--- config.mk ---
export PLATFORM = sky130hd
export DESIGN_NAME = operand_forward
export DESIGN_NICKNAME = d
export VERILOG_FILES = /design/src/rvfwd_pkg.sv /design/src/operand_forward.sv
export VERILOG_INCLUDE_DIRS = /design/src /design/src/include
export SDC_FILE = /design/constraint.sdc
export NUM_CORES = 1
export LEC_CHECK = 0
export BUFFER_PORTS_ARGS = -buffer_cell sky130_fd_sc_hd__clkbuf_2
export CAP_MARGIN = 20
export CORE_AREA = 2 2 177 179
export DETAILED_ROUTE_END_ITERATION = 8
export DIE_AREA = 0 0 179 181
export GPL_ROUTABILITY_DRIVEN = 0
export PLACE_DENSITY_LB_ADDON = 0.12
export SLEW_MARGIN = 20
export SYNTH_ARGS = -nofsm -noshare
export SYNTH_HDL_FRONTEND = slang
export SYNTH_SLANG_ARGS = --single-unit
--- constraint.sdc ---
create_clock -name vclk -period 1.6
set_input_delay 0.32 -clock vclk [all_inputs]
set_output_delay 0.32 -clock vclk [all_outputs]
set_load 0.01 [all_outputs]
--- src/include/rvfwd_config.svh ---
`ifndef RVFWD_CONFIG_SVH
`define RVFWD_CONFIG_SVH

// register address width
`define RV_REG_ADDR_W 5

// data width
`define RV_XLEN 64

// number of integer registers
`define RV_REG_COUNT 32

`endif

--- src/rvfwd_pkg.sv ---
`default_nettype none

package rvfwd_pkg;

    // how the ex result is widened before it is forwarded
    typedef enum logic [1:0] {
        EXT_NONE   = 2'd0, // full 64-bit value
        EXT_WORD_S = 2'd1, // lw, addw and friends
        EXT_WORD_Z = 2'd2, // lwu
        EXT_HALF_S = 2'd3  // lh
    } ext_mode_e;

    // where an operand comes from, newest producer first
    typedef enum logic [1:0] {
        FWD_RF  = 2'd0,
        FWD_EX  = 2'd1,
        FWD_MEM = 2'd2,
        FWD_WB  = 2'd3
    } fwd_src_e;

endpackage

`default_nettype wire

--- src/operand_forward.sv ---
`timescale 1ns/1ps
`default_nettype none

`include "rvfwd_config.svh"

module operand_forward (
    input  rvfwd_pkg::fwd_src_e        rs1_src,
    input  rvfwd_pkg::fwd_src_e        rs2_src,
    input  wire  [`RV_XLEN-1:0]        rf_rdata1,
    input  wire  [`RV_XLEN-1:0]        rf_rdata2,
    input  wire  [`RV_XLEN-1:0]        ex_result,
    input  rvfwd_pkg::ext_mode_e       ex_ext,
    input  wire  [`RV_XLEN-1:0]        mem_result,
    input  wire  [`RV_XLEN-1:0]        wb_result,
    output logic [`RV_XLEN-1:0]        rs1_data,
    output logic [`RV_XLEN-1:0]        rs2_data
);

    logic [`RV_XLEN-1:0] ex_val;

    // ex result is not yet widened, do it here once for both operands
    always_comb begin
        case (ex_ext)
            rvfwd_pkg::EXT_NONE: begin
                ex_val = ex_result;
            end
            rvfwd_pkg::EXT_WORD_S: begin
                ex_val = {{(`RV_XLEN-32){ex_result[31]}}, ex_result[31:0]};
            end
            rvfwd_pkg::EXT_WORD_Z: begin
                ex_val = {{(`RV_XLEN-32){1'b0}}, ex_result[31:0]};
            end
            rvfwd_pkg::EXT_HALF_S: begin
                ex_val = {{(`RV_XLEN-16){ex_result[15]}}, ex_result[15:0]};
            end
            default: begin
                ex_val = ex_result;
            end
        endcase
    end

    // four-way select per operand
    function automatic logic [`RV_XLEN-1:0] pick_val(
        input rvfwd_pkg::fwd_src_e src,
        input logic [`RV_XLEN-1:0] rf_val,
        input logic [`RV_XLEN-1:0] ex_v,
        input logic [`RV_XLEN-1:0] mem_v,
        input logic [`RV_XLEN-1:0] wb_v
    );
        logic [`RV_XLEN-1:0] val;
        case (src)
            rvfwd_pkg::FWD_EX: begin
                val = ex_v;
            end
            rvfwd_pkg::FWD_MEM: begin
                val = mem_v;
            end
            rvfwd_pkg::FWD_WB: begin
                val = wb_v; // covers the rf write cycle too
            end
            default: begin
                val = rf_val;
            end
        endcase
        return val;
    endfunction

    always_comb begin
        rs1_data = pick_val(rs1_src, rf_rdata1, ex_val, mem_result, wb_result);
        rs2_data = pick_val(rs2_src, rf_rdata2, ex_val, mem_result, wb_result);
    end

endmodule

`default_nettype wire

* Word level (Yosys, flattened, before mapping) *
Cells that the tools add are included.

word-level totals
  register bits after elaboration = 0
  word-level logic and storage cells = 13

operators by class
  equal/unequal tests = 9
  multiplexer cells = 3
  reductions and logical operators = 1

operator list
  cell                                            number
  one-hot mux 64 bit (3 select lines)             2
  one-hot mux 64 bit (4 select lines)             1
  == test 2 bit (second input constant)           6
  == test 2 x 1 -> 1 bit (second input constant)  3
  logical NOT 2 bit                               1

* Logic depth before layout (Yosys ltp) *
Gate-level depths: netlist of run 1.

  depth in word-level cells = 3
  gate-level depth with buffers = 5
  mapped depth without buffers = 3

* Least setup slack after synthesis of run 1 *
No wires, ideal clock.

  path type = input to output
  start = input port rs1_src[0]
  end = output port rs1_data[32]
  data arrival time = 1.216 ns
  data required time = 1.280 ns
  slack = 0.064 ns
  cell stages on the path = 5
  buffers on the path = 2
  cell sequence = buf_4 > nand2_1 > buf_1 > o22ai_1 > a21oi_1

on the way
  longest elaborated chain between the ends = 2

ends and longest elaborated chain
  what                                                     RTL line               source
  from (decl)                                              operand_forward.sv:7   input rvfwd_pkg::fwd_src_e rs1_src,
  == test 2 bit or == test 2 x 1 -> 1 bit (tied branches)  operand_forward.sv:51  case (src)
  one-hot mux 64 bit (3 select lines) (*)                  operand_forward.sv:51
  to (decl)                                                operand_forward.sv:15  output logic [`RV_XLEN-1:0] rs1_data,

Mark *: on every way between the ends. The rest lies on a longest branch, timed or not.

* Final worst setup path of run 1 *
  start = input port ex_ext[1]
  end = output port rs2_data[40]

on the way
  longest elaborated chain between the ends = 3

ends and longest elaborated chain
  what                                     RTL line               source
  from (decl)                              operand_forward.sv:12  input rvfwd_pkg::ext_mode_e ex_ext,
  == test 2 bit (tied with other cells)    operand_forward.sv:23  case (ex_ext)
  one-hot mux 64 bit (4 select lines) (*)  operand_forward.sv:23
  one-hot mux 64 bit (3 select lines) (*)  operand_forward.sv:51
  to (decl)                                operand_forward.sv:16  output logic [`RV_XLEN-1:0] rs2_data

Mark *: on every way between the ends. The rest lies on a longest branch, timed or not. The select of a mux whose other input is x is not followed.

==> results of run 1 <==
how the worst max path moves through the flow:
stage               start            to  slack, ns  depth (start not counted)
4_1_cts         ex_ext[1]  rs2_data[37]      -0.16                          7
3_5_place_dp   rs2_src[1]  rs2_data[33]      -0.23                          6
5_1_grt         ex_ext[1]  rs2_data[38]      -0.21                          7
3_3_place_gp    ex_ext[1]  rs1_data[54]      -0.22                          6
6_report        ex_ext[1]  rs2_data[40]      -0.18                          7
2_1_floorplan  rs1_src[0]  rs1_data[32]       0.06                          5
through the flow:
stage / util (%) / hold WS, ns / cell area (um^2) / TNS (ns) / setup WS, ns
CTS: 24.3 / 0.963 / 7370 / -11.30 / -0.163
finish: 27.9 / 0.959 / 8460 / -11.42 / -0.178
global route: 27.9 / 0.978 / 8460 / -14.93 / -0.213
global placement: 21.8 / 0.965 / 6610 / -17.48 / -0.224
detailed placement: 21.8 / 0.962 / 6610 / -17.04 / -0.229
floorplan: - / 0.770 / 3470 / 0 / 0.0638
layout make-up:
class / count / area, um^2 / area share, %
multi-input cells: 380 / 4060 / 48.0
well taps: 396 / 495 / 5.86
repair buffers: 543 / 3900 / 46.1
worst max-delay path: stages:
cell     delay (ns)
buf_6          0.09
mux2_4         0.33
a21oi_4        0.18
buf_6          0.15
buf_12         0.16
a21oi_2        0.06
buf_2          0.15
Yosys cell counts (all sizes together):
cell type and n:
nand2b 2, o221ai 32, nand2 67, o22ai 64, mux4 32, mux2 65, nor2 1, clkbuf 14
mux2i 32, a21oi 82, and3 1, buf 40, and2 2
what timing repair did:
item / 4_1_cts / 5_1_grt
setup endpoints to repair: 128 / 108
buffers inserted: 9 / 5
pin swaps: 16 / 46
resized for setup: 89 / 242
gates cloned: 14 / 12
hold buffers: 0 / 0
logic make-up after synthesis:
kind of cell / Yosys count
compound gates: 178
buf+inv: 54
mux: 129
simple gates: 73
per-layer routing:
layer	global-route usage, %	up-vias
met3	2.17	44
li1	-	2757
met1	17.2	2890
met2	30.2	318
met4	2.99	0
met5	0	-
report_power, final:
group | switching (mW) | internal (mW)
clock network | 0 | 0
logic | 1.36 | 1.50
registers | 0 | 0
cell usage in the layout (no fill, tap or decap), types with 3 or more instances in the layout:
master and n:
buf_12 24, o22ai_2 9, mux2i_1 23, a21oi_1 3, buf_8 3, mux2i_4 4
buf_6 25, o221ai_2 29, mux2_2 64, clkbuf_16 11, a21oi_4 27, buf_2 67
nand2_1 49, buf_16 15, o22ai_1 55, mux2i_2 5, buf_4 30, a21oi_2 52
mux4_2 32, nand2_4 7, nand2_2 11, o221ai_1 3, clkbuf_2 368
==> flow_summary_export.csv, run 1 <==
group,metric,value,unit
floorplan,die_y,181,um
worst_setup_path,crit_path_end_kind,"output pin",
floorplan,dieArea,0.0324,mm^2
timing,fin_ws,-0.178,ns
run,cap_violations,0,
drt,avgViaCountPerCell,4.56,
outcome,status,"complete, but fails checks",
synthesis,syn_area_per_cell,8.00,um^2
layout,fillCellCount,3340,
drt,wl_met3,2.05,mm
layout,layout-drive-gt1-share,85.4,%
grt,grt_usage,15.3,%
worst_hold_path,hp-class,"input pin to output pin",
worst_hold_path,holdPathEnd,"rs1_data[20]",
placed_design,dp_cells,1282,
timing,clock.fmax,0.562,GHz
drt,vias,6009,
timing,max_slew_margin,77.4,%
layout,design.seq.count,0,
drt,drtIter0Drc,156,
timing,rsz0062_at_grt,"yes",
worst_setup_path,arrival,1.46,ns
layout,nClkBuffers,0,
power,vdd_ir_drop_max,110,uV
drt,wl_met2,15.5,mm
layout,antenna_cells,0,
layout,area_growth,144,%
synthesis,synthAdderAreaFrac,0,%
worst_hold_path,whs_path_depth,4,
worst_setup_path,critical_path_class,"input pin to output pin",
power,total_power,2.86,mW
floorplan,initial_core_util,11.4,%
floorplan,die_w,179,um
layout,final_net_count,1251,
drt,wl_per_cell,22.3,um
synthesis,yosys.area.top_type_share,21.1,%
synthesis,synth_top_cell_by_area,"mux2_2",
synthesis,synthXorXnorAreaFrac,0,%
drt,drt-total-wl,29.5,mm
grt,grt_max_degree,33,
grt,grt_pass1_vias,6216,
synthesis,muxShareOfSynthArea,51.1,%
worst_setup_path,worstPathRequired,1.28,ns
floorplan,io_pins,454,
synthesis,syn_nets,760,
floorplan,rows,64,
timing,fin_crit,1.78,ns
synthesis,synth.area.top_cells,"mux2_2, mux4_2, a21oi_1",
synthesis,synth_compound_area_share,31.6,%
placed_design,numPortBuffers,454,
outcome,violations,"negative setup slack",
power,power_density,338,mW/mm^2
timing,worst_pin_slew,0.340,ns
grt,antenna_found_initial,0,
synthesis,ys_seq_area_share,0,%
worst_setup_path,crit_fanout,8,
drt,dr.pass1.iters,4,
timing,finalMaxSlewViolations,0,
placed_design,place_hpwl,19.8,mm
synthesis,synth_top_family_by_area,"multiplexers",
layout,fin_cells,1319,
synthesis,synth_cell_types,17,
synthesis,syn_area,0.00347,mm^2
synthesis,yosys_warnings,0,
power,p_leak,3.84,nW
grt,grt_first_pass_wirelength,37.6,mm
layout,register_area,0,um^2
synthesis,syn-instance-count,434,
timing,finalCritPeriodShare,111,%
drt,antenna_left,0,
drt,m1WireLength,11.2,mm
drt,drcViolationCount,0,
drt,maxUsedRoutingLayer,"met4",
worst_setup_path,start_kind,"input pin",
timing,hold_viol,0,
worst_hold_path,hold_path_startpoint,"wb_result[20]",
timing,finalSetupViolCount,100,
synthesis,synthSimpleGateAreaFrac,8.25,%
floorplan,placeableCoreArea,0.0303,mm^2
grt,gr-total-overflow,0,
Power figures use the tool's default switching activity.
==> run 2, diff against run 1 <==
--- a/config.mk
+++ b/config.mk
@@ -6,11 +6,12 @@
 export SDC_FILE = /design/constraint.sdc
 export NUM_CORES = 1
 export LEC_CHECK = 0
-export BUFFER_PORTS_ARGS = -buffer_cell sky130_fd_sc_hd__clkbuf_2
+export ABC_AREA = 0
 export CAP_MARGIN = 20
 export CORE_AREA = 2 2 177 179
 export DETAILED_ROUTE_END_ITERATION = 8
 export DIE_AREA = 0 0 179 181
+export DONT_BUFFER_PORTS = 1
 export GPL_ROUTABILITY_DRIVEN = 0
 export PLACE_DENSITY_LB_ADDON = 0.12
 export SLEW_MARGIN = 20
==> flow_summary_export.csv, run 2 (synthesized netlist as in run 1, its figures left out) <==
group,metric,value,unit
timing,max_slew_margin,71.7,%
layout,register_area,0,um^2
grt,gr-total-overflow,0,
worst_setup_path,cp_common_cell,"buf_12",
timing,setup-tns-final,0,ns
placed_design,numPortBuffers,0,
placed_design,place_area,0.00393,mm^2
power,vdd_ir_drop_max,83.9,uV
layout,area_growth,22.2,%
worst_setup_path,path_cells,"mux2_4 -> a21oi_4 -> buf_12 -> buf_12 -> a21oi_1",
timing,finalCritPeriodShare,99.0,%
timing,clock.fmax,0.631,GHz
worst_hold_path,holdPathEnd,"rs2_data[22]",
worst_setup_path,start_kind,"input pin",
power,clock_power_share,0,%
layout,final_cell_mix,"nand2_1, mux2_2, o22ai_1",
worst_setup_path,worstPathRequired,1.28,ns
worst_setup_path,arrival,1.26,ns
layout,layout-drive-gt1-share,41.9,%
worst_setup_path,cp.depth,5,
floorplan,dieArea,0.0324,mm^2
floorplan,die_y,181,um
worst_setup_path,crit_fanout,15,
drt,drtIter0Drc,267,
power,combPwrFrac,100.0,%
timing,hold_viol,0,
layout,final_net_count,741,
layout,finalInstanceArea,0.00424,mm^2
grt,grt_first_pass_wirelength,28.3,mm
floorplan,initial_core_util,11.4,%
worst_setup_path,critical_path_class,"input pin to output pin",
worst_hold_path,hold_path_startpoint,"wb_result[22]",
grt,grt_max_degree,68,
worst_setup_path,crit_start,"ex_ext[1]",
grt,antenna_found_initial,3,
power,p_leak,1.25,nW
floorplan,placeableCoreArea,0.0303,mm^2
timing,fin_ws,0.0153,ns
worst_setup_path,cpMaxStageDelayCell,"mux2_4",
power,total_power,1.31,mW
drt,dr.pass1.iters,4,
floorplan,die_w,179,um
cts,hold_buffers,0,
placed_design,pre_cts_ws,-0.0865,ns
layout,nClkBuffers,0,
power,power_density,309,mW/mm^2
drt,wl_per_cell,25.3,um
worst_setup_path,crit_family,"compound AO/OA/AOI/OAI gates",
drt,wl_met2,11.2,mm
grt,grt_pass1_vias,4464,
timing,rsz0062_at_grt,"yes",
worst_hold_path,whs_path_depth,2,
power,p_int,0.613,mW
timing,finalMaxSlewViolations,0,
worst_setup_path,slowest_delay,0.31,ns
run,cap_violations,0,
layout,design.seq.count,0,
power,p_switching,0.698,mW
floorplan,io_pins,454,
drt,maxUsedRoutingLayer,"met4",
outcome,status,"completed",
worst_setup_path,crit_path_end_kind,"output pin",
drt,antenna_left,0,
timing,worst_pin_slew,0.426,ns
power,netSwitchingFraction,53.2,%
timing,finalSetupViolCount,0,
layout,mostFrequentLayoutCell,"nand2_1",
drt,drcViolationCount,0,
drt,wl_met3,1.93,mm
power,p_seq_share,0,%
placed_design,place_hpwl,14.6,mm
drt,m1WireLength,6.98,mm
floorplan,rows,64,
worst_hold_path,hp-class,"input pin to output pin",
drt,vias,4078,
grt,grt_usage,11.4,%
drt,avgViaCountPerCell,5.02,
worst_setup_path,path_buf_inv,2,
timing,fin_crit,1.58,ns
drt,drt-total-wl,20.6,mm
## run 2: cell types whose count changed in the layout (fill, tap and decap cells not counted), moves of 13 or more
cell / before / now
buf_6: 25 / 1
a21oi_2: 52 / 38
o221ai_2: 29 / 0
clkbuf_2: 368 / 0
buf_2: 67 / 0
a21oi_1: 3 / 41
nand2_1: 49 / 67
a21oi_4: 27 / 3
buf_16: 15 / 2
o221ai_1: 3 / 32
buf_12: 24 / 9
## run 2: per-stage QoR
| stage | utilization [%] | hold slack (ns) | std cells |
|---|---|---|---|
| finish | 14.0 | 0.787 | 812 |
| global route | 14.0 | 0.795 | 812 |
| CTS | 13.6 | 0.787 | 808 |
| detailed placement | 12.9 | 0.788 | 802 |
| global placement | 12.9 | 0.786 | 802 |
| floorplan | - | 0.770 | 434 |
## run 2: repair_timing
action	CTS	global route
resized for setup	16	31
pin swaps	2	0
setup endpoints to repair	18	45
gates cloned	3	0
buffers inserted	3	3
## run 2: layout make-up
class                      count  area [um^2]
timing repair buffer          33          404
tap                          396          495
multi-input combinational    380         3330
fill                        3419        26100
antenna                        3         7.51
## run 2: power by group through the flow
stage	Combinational, mW	Clock, mW	Sequential (mW)
global route	1.40	0.000000252	0
detailed placement	1.19	0	0
global placement	1.20	0	0
finish	1.31	0.000000253	0
CTS	1.27	0	0
floorplan	1.05	0	0
## run 2: metal layers
| metal | vias to the layer above | global-route usage, % |
|---|---|---|
| li1 | 1715 | - |
| met1 | 1982 | 12.1 |
| met2 | 352 | 22.6 |
| met3 | 29 | 1.98 |
| met4 | 0 | 3.02 |
| met5 | - | 0 |
## run 2: worst max-delay path by stage
stage                    to  slack [ns]
3_5_place_dp   rs2_data[33]       -0.09
2_1_floorplan  rs1_data[32]        0.06
6_report       rs2_data[57]        0.02
4_1_cts        rs1_data[61]       -0.06
5_1_grt        rs2_data[59]       -0.02
3_3_place_gp   rs2_data[19]       -0.07
==> run 3, diff against run 2 <==
--- a/config.mk
+++ b/config.mk
@@ -13,7 +13,6 @@
 export DIE_AREA = 0 0 179 181
 export DONT_BUFFER_PORTS = 1
 export GPL_ROUTABILITY_DRIVEN = 0
-export PLACE_DENSITY_LB_ADDON = 0.12
 export SLEW_MARGIN = 20
 export SYNTH_ARGS = -nofsm -noshare
 export SYNTH_HDL_FRONTEND = slang
==> flow_summary_export.csv, run 3 (synthesized netlist as in run 1, its figures left out) <==
group,metric,value,unit
floorplan,die_y,181,um
placed_design,numPortBuffers,0,
timing,clock.fmax,0.610,GHz
run,cap_violations,0,
drt,antenna_left,0,
worst_setup_path,crit_fanout,67,
grt,grt_usage,11.2,%
floorplan,dieArea,0.0324,mm^2
drt,vias,4295,
drt,maxUsedRoutingLayer,"met5",
floorplan,rows,64,
timing,rsz0062_at_grt,"yes",
worst_setup_path,arrival,1.32,ns
worst_setup_path,worstPathRequired,1.28,ns
worst_setup_path,path_buf_inv,2,
drt,wl_met2,10.3,mm
layout,design.seq.count,0,
worst_setup_path,cpMaxStageDelayCell,"nand2b_2",
worst_setup_path,crit_path_end_kind,"output pin",
layout,final_cell_mix,"nand2_1, mux2_2, o22ai_1",
timing,finalSetupViolCount,19,
drt,drcViolationCount,0,
worst_hold_path,hp-class,"input pin to output pin",
timing,worst_pin_slew,0.385,ns
outcome,violations,"negative setup slack",
layout,mostFrequentLayoutCell,"nand2_1",
drt,drt-total-wl,20.4,mm
layout,final_util,14.1,%
power,power_density,315,mW/mm^2
layout,register_area,0,um^2
placed_design,place_area,0.00406,mm^2
placed_design,dp_cells,817,
drt,wl_per_cell,24.9,um
layout,finalInstanceArea,0.00427,mm^2
worst_setup_path,start_kind,"input pin",
timing,finalMaxSlewViolations,0,
grt,gr-total-overflow,0,
layout,nClkBuffers,0,
placed_design,pre_cts_ws,-0.180,ns
drt,drtIter0Drc,333,
floorplan,initial_core_util,11.4,%
timing,fin_ws,-0.0389,ns
layout,layout-drive-gt1-share,40.6,%
grt,grt_first_pass_wirelength,27.6,mm
floorplan,die_w,179,um
outcome,status,"complete, but fails checks",
worst_setup_path,path_cells,"nand2b_2 -> a21oi_4 -> buf_12 -> a21oi_2 -> buf_4",
timing,fin_crit,1.64,ns
timing,max_slew_margin,74.3,%
power,p_leak,1.30,nW
drt,wl_met3,2.46,mm
layout,fillCellCount,3407,
placed_design,place_hpwl,15.4,mm
worst_setup_path,crit_family,"buffers and inverters",
grt,grt_max_degree,68,
floorplan,placeableCoreArea,0.0303,mm^2
floorplan,io_pins,454,
layout,fin_cells,822,
power,vdd_ir_drop_max,106,uV
drt,dr.pass1.iters,5,
layout,area_growth,22.8,%
worst_setup_path,critical_path_class,"input pin to output pin",
worst_setup_path,slowest_delay,0.27,ns
timing,hold_viol,0,
grt,grt_pass1_vias,4401,
drt,m1WireLength,7.05,mm
grt,antenna_found_initial,4,
drt,avgViaCountPerCell,5.23,
timing,hold_slack,0.781,ns
layout,final_net_count,752,
timing,finalCritPeriodShare,102,%
## run 3: cell type report
| cell class | instances | area (um^2) | share of cell area [%] |
|---|---|---|---|
| antenna | 2 | 5.00 | 0.117 |
| tap | 396 | 495 | 11.6 |
| multi-input combinational | 380 | 3300 | 77.3 |
| timing repair buffer | 44 | 467 | 10.9 |
## run 3: power breakdown
group / internal [mW] / switching (mW)
Clock: 0.000000168 / 0
Sequential: 0 / 0
Combinational: 0.637 / 0.705
## run 3: per-layer routing
layer | vias up | global-route usage [%]
met4 | 6 | 2.86
met1 | 2058 | 12.7
li1 | 1740 | -
met3 | 54 | 2.69
met2 | 437 | 20.5
met5 | - | 0
## run 3: metrics by stage
step	power (mW)	TNS (ns)
3_3_place_gp	1.24	-3.58
3_5_place_dp	1.25	-3.81
4_1_cts	1.32	-0.750
2_1_floorplan	1.05	0
6_report	1.34	-0.467
5_1_grt	1.43	-1.26
## run 3: what timing repair did
item                       4_1_cts  5_1_grt
resized for setup               22       11
cloned                           2        0
hold buffers                     0        0
setup buffers                    1        0
pin swaps                        4        3
setup endpoints to repair       47       31
## run 3: final timing paths
kind                     startpoint            to  slack [ns]  cells after the start
worst min-delay path  wb_result[26]  rs2_data[26]        0.78                      2
worst max-delay path     rs2_src[1]  rs2_data[33]       -0.04                      5
