### config.mk
export PLATFORM = sky130hd
export DESIGN_NAME = hazard_track
export DESIGN_NICKNAME = d
export VERILOG_FILES = /design/src/rvfwd_pkg.sv /design/src/hazard_track.sv
export VERILOG_INCLUDE_DIRS = /design/src /design/src/include
export SDC_FILE = /design/constraint.sdc
export NUM_CORES = 1
export LEC_CHECK = 0
export BUFFER_PORTS_ARGS = -buffer_cell sky130_fd_sc_hd__buf_2
export CAP_MARGIN = 5
export CORE_MARGIN = 2
export CORE_UTILIZATION = 30
export DETAILED_ROUTE_END_ITERATION = 10
export PLACE_DENSITY = 0.85
export SYNTH_ARGS = -nofsm -noshare
export SYNTH_HDL_FRONTEND = slang
export SYNTH_SLANG_ARGS = --single-unit
### constraint.sdc
create_clock -name clk -period 1.7 [get_ports clk]
set_input_delay 0.085 -clock clk [delete_from_list [all_inputs] [get_ports clk]]
set_output_delay 0.085 -clock clk [all_outputs]
set_load 0.005 [all_outputs]
### src/include/rvfwd_config.svh
`ifndef RVFWD_CONFIG_SVH
`define RVFWD_CONFIG_SVH

// register address width
`define RV_REG_ADDR_W 5

// data width
`define RV_XLEN 64

// number of integer registers
`define RV_REG_COUNT 32

`endif

### src/rvfwd_pkg.sv
`default_nettype none

package rvfwd_pkg;

    // how the ex result is widened before it is forwarded
    typedef enum logic [1:0] {
        EXT_NONE   = 2'd0, // full 64-bit value
        EXT_WORD_S = 2'd1, // lw, addw and friends
        EXT_WORD_Z = 2'd2, // lwu
        EXT_HALF_S = 2'd3  // lh
    } ext_mode_e;

    // where an operand comes from, newest producer first
    typedef enum logic [1:0] {
        FWD_RF  = 2'd0,
        FWD_EX  = 2'd1,
        FWD_MEM = 2'd2,
        FWD_WB  = 2'd3
    } fwd_src_e;

endpackage

`default_nettype wire

### src/hazard_track.sv
`timescale 1ns/1ps
`default_nettype none

`include "rvfwd_config.svh"

module hazard_track (
    input  wire                        clk,
    input  wire                        rst_n,
    input  wire  [`RV_REG_ADDR_W-1:0]  rs1_addr,
    input  wire  [`RV_REG_ADDR_W-1:0]  rs2_addr,
    input  wire  [`RV_REG_ADDR_W-1:0]  ex_rd,
    input  wire                        ex_wen,
    input  wire  [`RV_XLEN-1:0]        wb_result,
    output rvfwd_pkg::fwd_src_e        rs1_src,
    output rvfwd_pkg::fwd_src_e        rs2_src,
    output logic                       rf_we,
    output logic [`RV_REG_ADDR_W-1:0]  rf_waddr,
    output logic [`RV_XLEN-1:0]        rf_wdata
);

    logic [`RV_REG_ADDR_W-1:0] mem_rd;
    logic [`RV_REG_ADDR_W-1:0] wb_rd;
    logic                      mem_wen;
    logic                      wb_wen;

    // destination shifts ex -> mem -> wb, one stage per clock
    always_ff @(posedge clk or negedge rst_n) begin
        if (!rst_n) begin
            mem_rd  <= '0;
            mem_wen <= 1'b0;
            wb_rd   <= '0;
            wb_wen  <= 1'b0;
        end else begin
            mem_rd  <= ex_rd;
            mem_wen <= ex_wen;
            wb_rd   <= mem_rd;
            wb_wen  <= mem_wen;
        end
    end

    // newest matching producer wins
    function automatic rvfwd_pkg::fwd_src_e pick_src(
        input logic [`RV_REG_ADDR_W-1:0] addr
    );
        rvfwd_pkg::fwd_src_e src;
        if (addr == '0) begin
            src = rvfwd_pkg::FWD_RF; // x0 never forwarded
        end else if (ex_wen && (ex_rd == addr)) begin
            src = rvfwd_pkg::FWD_EX;
        end else if (mem_wen && (mem_rd == addr)) begin
            src = rvfwd_pkg::FWD_MEM;
        end else if (wb_wen && (wb_rd == addr)) begin
            src = rvfwd_pkg::FWD_WB;
        end else begin
            src = rvfwd_pkg::FWD_RF;
        end
        return src;
    endfunction

    always_comb begin
        rs1_src = pick_src(rs1_addr);
        rs2_src = pick_src(rs2_addr);
    end

    assign rf_we    = wb_wen && (wb_rd != '0);
    assign rf_waddr = wb_rd;
    assign rf_wdata = wb_result;

    // a live in-flight producer must not be bypassed by the register file read
    property p_no_stale_read(addr, src);
        @(posedge clk) disable iff (!rst_n)
        ((addr != '0) && ((ex_wen && (ex_rd == addr)) || (mem_wen && (mem_rd == addr)) ||
                          (wb_wen && (wb_rd == addr))))
        |-> (src != rvfwd_pkg::FWD_RF);
    endproperty

    a_rs1_fwd: assert property (p_no_stale_read(rs1_addr, rs1_src))
        else $error("rs1 read from register file with a pending producer");
    a_rs2_fwd: assert property (p_no_stale_read(rs2_addr, rs2_src))
        else $error("rs2 read from register file with a pending producer");

endmodule

`default_nettype wire

=== After elaboration in Yosys (flattened, before gate mapping) ===
Index checks and enable logic that the tools add are counted.

* Register bits: 12
* Input port bits: 82
* Output and inout bits: 74
* Logic and storage cells: 28

* Eq/ne operators: 6
* Muxes and demuxes: 8
* Reduce and logical (&&, ||, !) cells: 10

{| class="wikitable"
|+ Operators with widths
! cell !! number
|-
| == test 5 bit || 6
|-
| 2-to-1 mux 2 bit || 8
|-
| logical NOT 5 bit || 2
|-
| logical AND 1 bit || 7
|-
| nonzero test 5 bit || 1
|}

=== Depth between registers and ports, before layout ===
Gate-level depths: netlist (run 1).

* Depth in word-level cells: 6
* Gate-level depth with buffers: 4
* Gate-level depth less buffers: 4

=== Worst setup path after synthesis (run 1) ===
OpenSTA, ideal clock, no wires.

* Path kind: register to output
* Start: register wb_rd[3] (netlist: rf_waddr[3])
* End: output port rs1_src[1]
* Arrival time: 1.226 ns
* Required time: 1.615 ns
* Setup slack: 0.389 ns
* Stages on the path, launching flop included: 5
* Path buffers: 0
* Cells stage by stage: dfrtp_1 xor2_1 nor4_2 nand3_1 a221oi_2

* Longest elaborated chain between the ends: 6

{| class="wikitable"
|+ RTL lines
! element !! RTL line !! RTL
|-
| from (decl) || hazard_track.sv:22 || <nowiki>logic [`RV_REG_ADDR_W-1:0] wb_rd;</nowiki>
|-
| from (signal assigned) || hazard_track.sv:36 || <nowiki>wb_rd <= mem_rd;</nowiki>
|-
| == test 5 bit || hazard_track.sv:52 || <nowiki>end else if (wb_wen && (wb_rd == addr)) begin</nowiki>
|-
| logical AND 1 bit || hazard_track.sv:52 ||
|-
| 2-to-1 mux 2 bit || hazard_track.sv:52 ||
|-
| 2-to-1 mux 2 bit || hazard_track.sv:50 || <nowiki>end else if (mem_wen && (mem_rd == addr)) begin</nowiki>
|-
| 2-to-1 mux 2 bit || hazard_track.sv:48 || <nowiki>end else if (ex_wen && (ex_rd == addr)) begin</nowiki>
|-
| 2-to-1 mux 2 bit || hazard_track.sv:46 || <nowiki>if (addr == '0) begin</nowiki>
|-
| to (decl) || hazard_track.sv:14 || <nowiki>output rvfwd_pkg::fwd_src_e rs1_src,</nowiki>
|}

No other way between the ends.

=== Worst setup path after layout (run 1) ===
* Start: register mem_rd[2]
* End: output port rs1_src[1]

* Longest elaborated chain between the ends: 5

{| class="wikitable"
|+ RTL lines
! element !! RTL line !! RTL
|-
| from (decl) || hazard_track.sv:21 || <nowiki>logic [`RV_REG_ADDR_W-1:0] mem_rd;</nowiki>
|-
| from (signal assigned) || hazard_track.sv:34 || <nowiki>mem_rd <= ex_rd;</nowiki>
|-
| == test 5 bit || hazard_track.sv:50 ||
|-
| logical AND 1 bit || hazard_track.sv:50 ||
|-
| 2-to-1 mux 2 bit || hazard_track.sv:50 ||
|-
| 2-to-1 mux 2 bit || hazard_track.sv:48 ||
|-
| 2-to-1 mux 2 bit || hazard_track.sv:46 ||
|}

No other way between the ends.

==> metrics, run 1 <==
DRT iter0 DRCs 14; Async SR Flop Fraction 100.0%; Crit Path Max Fanout 2; Die H slightly below 70 µm; count leader, synth buf_4; power share of the combinational group 21.6%; Starting Density roughly 31%; clock buffer depth 2; Flop pwr share between 40% and 50%; row cnt 23; TritonCTS Buffers 3; Total GRT Usage between 10% and 20%; worst path arrival time around 1.7 ns; placed instance area between 900 and 1000 µm²; Layout Nets 187; CTS tree yes; VDD IR max about 220 µV; drt pass-1 iters 4; Least-Margin Pin Slew ~0.5 ns; Via density roughly 4.8; largest net degree at the start of global routing 13; type of the worst setup path reg2out; Synthesized Nets between 200 and 250; final core utilization 26.18%; Root Buffer clkbuf_8; Synth Area in XOR/XNOR approximately a fifth; failing checks negative setup slack; reg2reg start mem_rd[2]$_DFF_PN0_; first-pass GRT wire length between 3 and 4 mm; Main synth FF type dfrtp_1; WL final between 2 and 2.5 mm; LEAKAGE approximately 0.46 nW; Adder-Cell Fraction of Synth Area 0%; max cap viols 0; vias in the first global route ~740; post-layout min period about 1.7 ns; Die W 68.49 µm; largest family of logic cells by synthesized area buffers and inverters; Yosys top cell by area buf_4; core area 4000 µm²; vias 730; compound-cell area share of the yosys netlist 4.614%; hold path startpoint ex_rd[1]; Fmax 573.0 MHz; final instance area about 1000 µm²; Synth Area in Simple Gates a little under an eighth; WP data required 1.62 ns; CP endpoint kind output port; P_int ~0.00053 W; Post-synth EDFFs 0; Clk pwr share 34.3%; die area 4690 µm²; Sink Count 12; status complete, but fails checks; post-synth top area share between 30% and 40%; final hold violation count 0; diode count 0; Net Sw Power 0.0001921 W; CTS H-tree depth 1; FF+latch count, synth 12; routed len/inst approximately 16 µm; clock slew at reported path FFs around 0.050 ns; Distinct cells, synth 18; Max Clock Skew 0.0001854 ns; sequential-to-total area share from yosys stat about a quarter; setup ws final -0.04528 ns; total power roughly 0.0007 W; io pins 156; Final setup viols 2; Synth area leaders buf_4 39%, dfrtp_1 24%, xor2_1 17%; crit share post-route 102.7%; Switching Fraction between 20% and 30%; power density over cell area just under 700 nW/µm²; antenna violations before repair 0; number of port buffers 27; yosys warns 0; clock latency on the worst-skew pair roughly 0.24 ns; dpl ws 0.1607 ns; Final Max Tran Viols 0; Synth top cells by count 64 x buf_4, 24 x xor2_1, 12 x dfrtp_1, 6 x xnor2_1; Cells after Synth 134; share of cells above drive strength 1 38.83%; grt total ovfl 0; cell area after synthesis about 1200 µm²; Final ANT Viol Nets 0; synth-to-layout area growth -16.05%; post-synthesis mux area share 0%; Worst Setup SP mem_rd[2]$_DFF_PN0_; Avg Inst Size Synth around 9.3 µm²; Min-Delay Path Class in2reg; Setup crit start kind flip-flop; drc violations 0; Rel. slew slack around 65%; gpl congestion just over 0.9; RSZ-0062 raised after global routing yes
## cell usage in the layout, fill, tap and decap left out
| cell type | count |
|---|---|
| and3_1 | 2 |
| nor4_1 | 3 |
| dlygate4sd3_1 | 1 |
| and4_2 | 1 |
| and4_1 | 1 |
| xor2_1 | 24 |
| buf_4 | 1 |
| a221oi_2 | 2 |
| nand3_1 | 4 |
| buf_6 | 2 |
| nand2_1 | 2 |
| nor2_1 | 2 |
| nor4_2 | 3 |
| dfrtp_1 | 12 |
| nand4_1 | 2 |
| nor3_1 | 2 |
| buf_2 | 26 |
| clkbuf_8 | 3 |
| or4_1 | 1 |
| o21a_1 | 1 |
| xnor2_1 | 6 |
| a21bo_2 | 2 |
## critical path: stages (launching register included)
cell	delay, ns
dfrtp_1	0.39
xor2_1	0.16
nor4_2	0.29
nand3_1	0.17
a221oi_2	0.27
buf_2	0.15
## power by group through the flow
stage,logic [W],registers (W),clock network (W)
3_3_place_gp,0.000142,0.000322,0
2_1_floorplan,0.000193,0.000320,0
3_5_place_dp,0.000144,0.000323,0
4_1_cts,0.000152,0.000317,0.000257
6_report,0.000155,0.000317,0.000246
5_1_grt,0.000170,0.000319,0.000268
## layout make-up
| type | count | area [µm²] |
|---|---|---|
| Timing Repair Buffer | 30 | 170.2 |
| Fill cell | 415 | 2953 |
| Clock buffer | 3 | 41.29 |
| Multi-Input combinational cell | 58 | 473.0 |
| Sequential cell | 12 | 300.3 |
| Tap cell | 50 | 62.56 |
## per-stage QoR
stage	TNS (ns)	hold WS, ns	instances
3_5_place_dp	0	-0.02347	147
3_3_place_gp	0	-0.03080	147
6_report	-0.08256	0.006355	153
4_1_cts	-0.1671	0.001493	153
5_1_grt	-0.5084	0.007309	153
2_1_floorplan	0	-0.2106	134
## routing by layer
metal	global-route usage (%)	wire, µm	vias to the layer above
met5	0	0	-
met4	9.750	125	0
met3	2.961	205	21
met2	16.23	1095	44
met1	12.70	958	348
li1	-	-	317
## cell families after synthesis
| kind of cell | after synthesis |
|---|---|
| simple gates | 23 |
| compound gates | 5 |
| buf+inv | 64 |
| flops | 12 |
| xor+xnor | 30 |
## sequential cells by signal (all words and copies together), names as in the netlist
register  count
wb_wen        1
mem_rd        5
mem_wen       1
rf_waddr      5
## timing repair
item	CTS	global route
setup endpoints to repair	4	5
buffers inserted	2	0
cloned	0	0
gates resized for setup	0	3
hold endpoints to repair	12	0
hold buffers	1	0
pin swaps	7	4
## path summary, 6_finish.rpt
kind	end	slack (ns)	depth (start not counted)
setup / recovery	rs1_src[1]	-0.05	5
hold / removal	mem_rd[1]$_DFF_PN0_	0.006	1
setup reg to reg	rf_waddr[2]$_DFF_PN0_	1.06	1
hold reg to reg	wb_wen$_DFF_PN0_	0.41	0
max in group asynchronous	rf_waddr[4]$_DFF_PN0_	1.23	2
min in group asynchronous	wb_wen$_DFF_PN0_	0.26	2
(Power assumes the default switching activity.)
==> inputs of run 2 (changes only) <==
--- a/config.mk
+++ b/config.mk
@@ -8,10 +8,12 @@
 export LEC_CHECK = 0
 export BUFFER_PORTS_ARGS = -buffer_cell sky130_fd_sc_hd__buf_2
 export CAP_MARGIN = 5
+export CELL_PAD_IN_SITES_DETAIL_PLACEMENT = 1
+export CELL_PAD_IN_SITES_GLOBAL_PLACEMENT = 2
 export CORE_MARGIN = 2
-export CORE_UTILIZATION = 30
+export CORE_UTILIZATION = 16
 export DETAILED_ROUTE_END_ITERATION = 10
-export PLACE_DENSITY = 0.85
+export PLACE_DENSITY = 0.95
 export SYNTH_ARGS = -nofsm -noshare
 export SYNTH_HDL_FRONTEND = slang
 export SYNTH_SLANG_ARGS = --single-unit
==> constraint.sdc (replaced) <==
create_clock -name clk -period 2.1 [get_ports clk]
set_input_delay 0.105 -clock clk [delete_from_list [all_inputs] [get_ports clk]]
set_output_delay 0.105 -clock clk [all_outputs]
set_load 0.005 [all_outputs]
==> metrics, run 2 (synthesized netlist as in run 1, its figures left out) <==
status finished, final reports clean; Final setup viols 0; Hold Crit Endpoint mem_rd[4]$_DFF_PN0_; Die W around 92 µm; LEAKAGE roughly 0.45 nW; Least-Margin Pin Slew between 0.5 and 0.6 ns; Clk pwr share between 30% and 40%; largest net degree at the start of global routing 13; row cnt 32; WP data required about 2.0 ns; CP delay by family, top simple AND/OR/NAND/NOR gates; # Post-CTS Setup Buffers 0; Final ANT Viol Nets 0; hold path startpoint ex_rd[4]; share of cells above drive strength 1 between 30% and 40%; DRT iter0 DRCs 11; Cell Chain, Critical Path xor2_1 -> nor4_2 -> nand3_1 -> a221oi_2 -> buf_2; R2R depth 0; worst hold stages 1; antenna violations before repair 0; drc violations 0; Net Sw Power approximately 0.00016 W; post-layout min period approximately 1.8 ns; Setup crit start kind flip-flop; P_int 0.0004229 W; Root Buffer clkbuf_8; most frequent cells in the layout 27 x buf_2, 24 x xor2_1, 12 x dfrtp_1; Total GRT Usage between 6 and 7%; type of the worst setup path reg2out; Layout Nets 185; reg2reg start mem_rd[1]$_DFF_PN0_; RSZ-0062 raised after global routing no; Rel. slew slack 62.07%; first-pass GRT wire length roughly 4.3 mm; Fmax 540.7 MHz; TritonCTS Buffers 3; max cap viols 0; Via density roughly 3.5; WL final 2.839 mm; clock buffer depth 2; Max Clock Skew between 0.002 and 0.0025 ns; Min-Delay Path Class in2reg; clock latency on the worst-skew pair 0.24 ns; Switching Fraction 27.53%; final core utilization roughly 14%; CTS H-tree depth 1; diode count 0; gpl congestion ~0.76; VDD IR max roughly 120 µV; vias in the first global route around 800; crit path max-delay cell type dfrtp_1; Die H between 90 and 100 µm; power share of the combinational group 20.5%; CTS tree yes; number of port buffers 27; core area 7647 µm²; synth-to-layout area growth -13.34%; dpl ws between 0.4 and 0.5 ns; Sink Count 12; Final Max Tran Viols 0; CP max stage delay 0.42 ns; io pins about 160; r2r endpoint rf_waddr[1]$_DFF_PN0_; TNS Setup 0 ns; final hold violation count 0; die area around 8500 µm²; Starting Density between 10% and 20%; power density over cell area between 500 and 600 nW/µm²; setup ws final about 0.25 ns; Filler Cell Count roughly 900; clock slew at reported path FFs roughly 0.05 ns; Crit Path Max Fanout 4; grt total ovfl 0; CP endpoint kind output port; routed len/inst ~14 µm; reg2reg setup slack ~1.6 ns; worst path arrival time 1.74 ns; drt pass-1 iters 2; Crit path buffers/inverters 1; commonest non-fill, non-tap cell in the layout buf_2; DP HPWL 2.429 mm; vias roughly 720; Flop pwr share around 44%; crit share post-route between 80% and 90%
## run 2: how the worst max path moves through the flow
| stage | start | end | slack (ns) | depth (start not counted) |
|---|---|---|---|---|
| 2_1_floorplan | rf_waddr[3]$_DFF_PN0_ | rs1_src[1] | 0.77 | 4 |
| 3_3_place_gp | rf_waddr[3]$_DFF_PN0_ | rs1_src[1] | 0.53 | 5 |
| 3_5_place_dp | rf_waddr[3]$_DFF_PN0_ | rs1_src[1] | 0.47 | 5 |
| 4_1_cts | rf_waddr[3]$_DFF_PN0_ | rs1_src[1] | 0.20 | 5 |
| 5_1_grt | rf_waddr[3]$_DFF_PN0_ | rs1_src[1] | 0.09 | 5 |
| 6_report | rf_waddr[3]$_DFF_PN0_ | rs1_src[1] | 0.25 | 5 |
## run 2: metrics by stage
step	hold WS, ns	cells	total power, W	area, µm²
after global placement	-0.009481	199	0.0003763	1030
final	0.02110	203	0.0005836	1081
after detailed placement	-0.006697	199	0.0003821	1030
after CTS	0.01615	203	0.0005947	1081
after global routing	0.02520	203	0.0006173	1081
after floorplan	-0.1906	134	0.0004158	1247
## run 2: power groups by stage
stage / registers (W) / logic [W] / clock network (W)
2_1_floorplan: 0.000259 / 0.000157 / 0
3_3_place_gp: 0.000261 / 0.000115 / 0
3_5_place_dp: 0.000263 / 0.000120 / 0
4_1_cts: 0.000259 / 0.000122 / 0.000214
5_1_grt: 0.000261 / 0.000132 / 0.000225
6_report: 0.000259 / 0.000119 / 0.000206
## run 2: area by class of cell
| type | count | area [µm²] | share of cell area, % |
|---|---|---|---|
| clock buffers | 3 | 41.29 | 3.819 |
| repair buffers | 28 | 145.1 | 13.43 |
| multi-input cells | 58 | 466.7 | 43.17 |
| flip-flops and latches | 12 | 300.3 | 27.78 |
| well taps | 102 | 127.6 | 11.81 |
## run 2: routing by layer
| metal | GRT usage [%] | part of all wire, % | wire (µm) | vias to the layer above |
|---|---|---|---|---|
| met1 | 6.910 | 37 | 1059 | 357 |
| li1 | - | - | - | 316 |
| met4 | 5.846 | 3.7 | 106 | 0 |
| met2 | 11.56 | 49 | 1387 | 31 |
| met5 | 0 | 0 | 0 | - |
| met3 | 2.197 | 10 | 286 | 11 |
## run 2: timing repair
action,CTS,global route
hold buffers,1,0
endpoints found under the setup margin,0,0
gates resized for setup,0,0
endpoints found under the hold margin,12,0
==> inputs of run 3 (changes only) <==
--- a/config.mk
+++ b/config.mk
@@ -10,9 +10,11 @@
 export CAP_MARGIN = 5
 export CELL_PAD_IN_SITES_DETAIL_PLACEMENT = 1
 export CELL_PAD_IN_SITES_GLOBAL_PLACEMENT = 2
+export CORE_ASPECT_RATIO = 1.1
 export CORE_MARGIN = 2
 export CORE_UTILIZATION = 16
 export DETAILED_ROUTE_END_ITERATION = 10
+export MAX_ROUTING_LAYER = met4
 export PLACE_DENSITY = 0.95
 export SYNTH_ARGS = -nofsm -noshare
 export SYNTH_HDL_FRONTEND = slang
==> metrics, run 3 (synthesized netlist as in run 1, its figures left out) <==
status finished, final reports clean; Fmax 519.6 MHz; vias around 720; Max Clock Skew 0.001351 ns; power share of the combinational group between 10% and 20%; drc violations 0; Clk pwr share ~40%; vias in the first global route 861; clock buffer depth 2; Filler Cell Count 908; RSZ-0062 raised after global routing no; Final ANT Viol Nets 0; clock slew at reported path FFs about 0.05 ns; DRT iter0 DRCs 6; Root Buffer clkbuf_8; die area 8520 µm²; TNS Setup 0 ns; Flop pwr share 40.8%; most frequent cells in the layout 27 x buf_2, 24 x xor2_1, 12 x dfrtp_1; Least-Margin Pin Slew around 0.55 ns; gpl congestion roughly 0.75; type of the worst setup path reg2out; Sink Count 12; CTS tree yes; Min-Delay Path Class in2reg; Die H 96.61 µm; Layout Nets between 150 and 200; antenna violations before repair 1; routed len/inst 14.52 µm; WP data required roughly 2 ns; commonest non-fill, non-tap cell in the layout buf_2; Die W around 88 µm; post-layout min period 1.925 ns; synth-to-layout area growth -11.73%; CP endpoint kind output port; first-pass GRT wire length approximately 4.5 mm; post-cts sizing count 0; Final Max Tran Viols 0; final instance area about 1100 µm²; CTS H-tree depth 1; row cnt 33; worst hold slack between 0.015 and 0.02 ns; WL final around 3 mm; setup ws final 0.1755 ns; power density over cell area approximately 580 nW/µm²; P_int ~0.00046 W; Rel. slew slack 62.82%; crit share post-route about nine tenths; # Post-CTS Setup Buffers 0; total power around 0.00063 W; max cap viols 0; Crit Path Max Fanout 3; final hold violation count 0; Switching Fraction roughly 27%; number of port buffers 27; placed instance area slightly above 1000 µm²; clock latency on the worst-skew pair 0.25 ns; Net Sw Power approximately 0.00017 W; CTS Hold Bufs 1; drt pass-1 iters 2; TritonCTS Buffers 3; VDD IR max about 160 µV; worst path arrival time approximately 1.8 ns; Starting Density around 17%; largest net degree at the start of global routing 13; Final setup viols 0; share of cells above drive strength 1 a little under two fifths; Total GRT Usage ~7.4%; Setup crit start kind flip-flop; io pins between 150 and 200; core area about 7500 µm²; Via density roughly 3.5; grt total ovfl 0; dpl ws 0.3805 ns; LEAKAGE roughly 0.45 nW
run 3: cell types whose count changed in the layout (fill, tap and decap cells not counted):
cell and change:
clkbuf_8 +1, diode_2 +1
run 3: final timing paths:
kind	from	cells past startpoint	slack, ns	to
max	mem_rd[0]$_DFF_PN0_	5	0.18	rs1_src[1]
min	ex_rd[2]	1	0.02	mem_rd[2]$_DFF_PN0_
max reg2reg	mem_rd[1]$_DFF_PN0_	0	1.54	rf_waddr[1]$_DFF_PN0_
min reg2reg	mem_wen$_DFF_PN0_	0	0.40	wb_wen$_DFF_PN0_
max in group asynchronous	rst_n	2	1.62	rf_waddr[1]$_DFF_PN0_
min in group asynchronous	rst_n	2	0.27	wb_wen$_DFF_PN0_
run 3: layer usage:
metal	track usage [%]	share of wire, %	vias up	wire length [µm]
met5	-	0	-	0
met1	6.132	33	341	1009
met2	12.15	48	34	1454
met4	6.760	6.4	0	193
li1	-	-	318	-
met3	2.901	12	28	364
run 3: power by group through the flow:
stage	clock (W)	sequential [W]	combinational [W]
floorplan	0	0.000259	0.000157
global placement	0	0.000261	0.000116
detailed placement	0	0.000263	0.000120
CTS	0.000260	0.000259	0.000122
global route	0.000269	0.000260	0.000134
finish	0.000255	0.000258	0.000120
run 3: through the flow:
step | instances | util, %
3_5_place_dp | 202 | 13.75
2_1_floorplan | 134 | -
5_1_grt | 208 | 14.65
3_3_place_gp | 202 | 13.75
6_report | 208 | 14.65
4_1_cts | 207 | 14.62
run 3: cell type report:
| cell class | instances | area (µm²) | area share [%] |
|---|---|---|---|
| multi-input combinational | 58 | 466.7 | 42.39 |
| sequential | 12 | 300.3 | 27.27 |
| antenna | 1 | 2.502 | 0.2273 |
| timing repair buffer | 28 | 145.1 | 13.18 |
| tap | 105 | 131.4 | 11.93 |
| clock buffer | 4 | 55.05 | 5.000 |
run 3: critical path: stages, from the launching register on:
cell and delay [ns]:
dfrtp_1 0.40, xor2_1 0.19, nor4_1 0.38, nand3_1 0.20, a221oi_2 0.25, buf_2 0.16
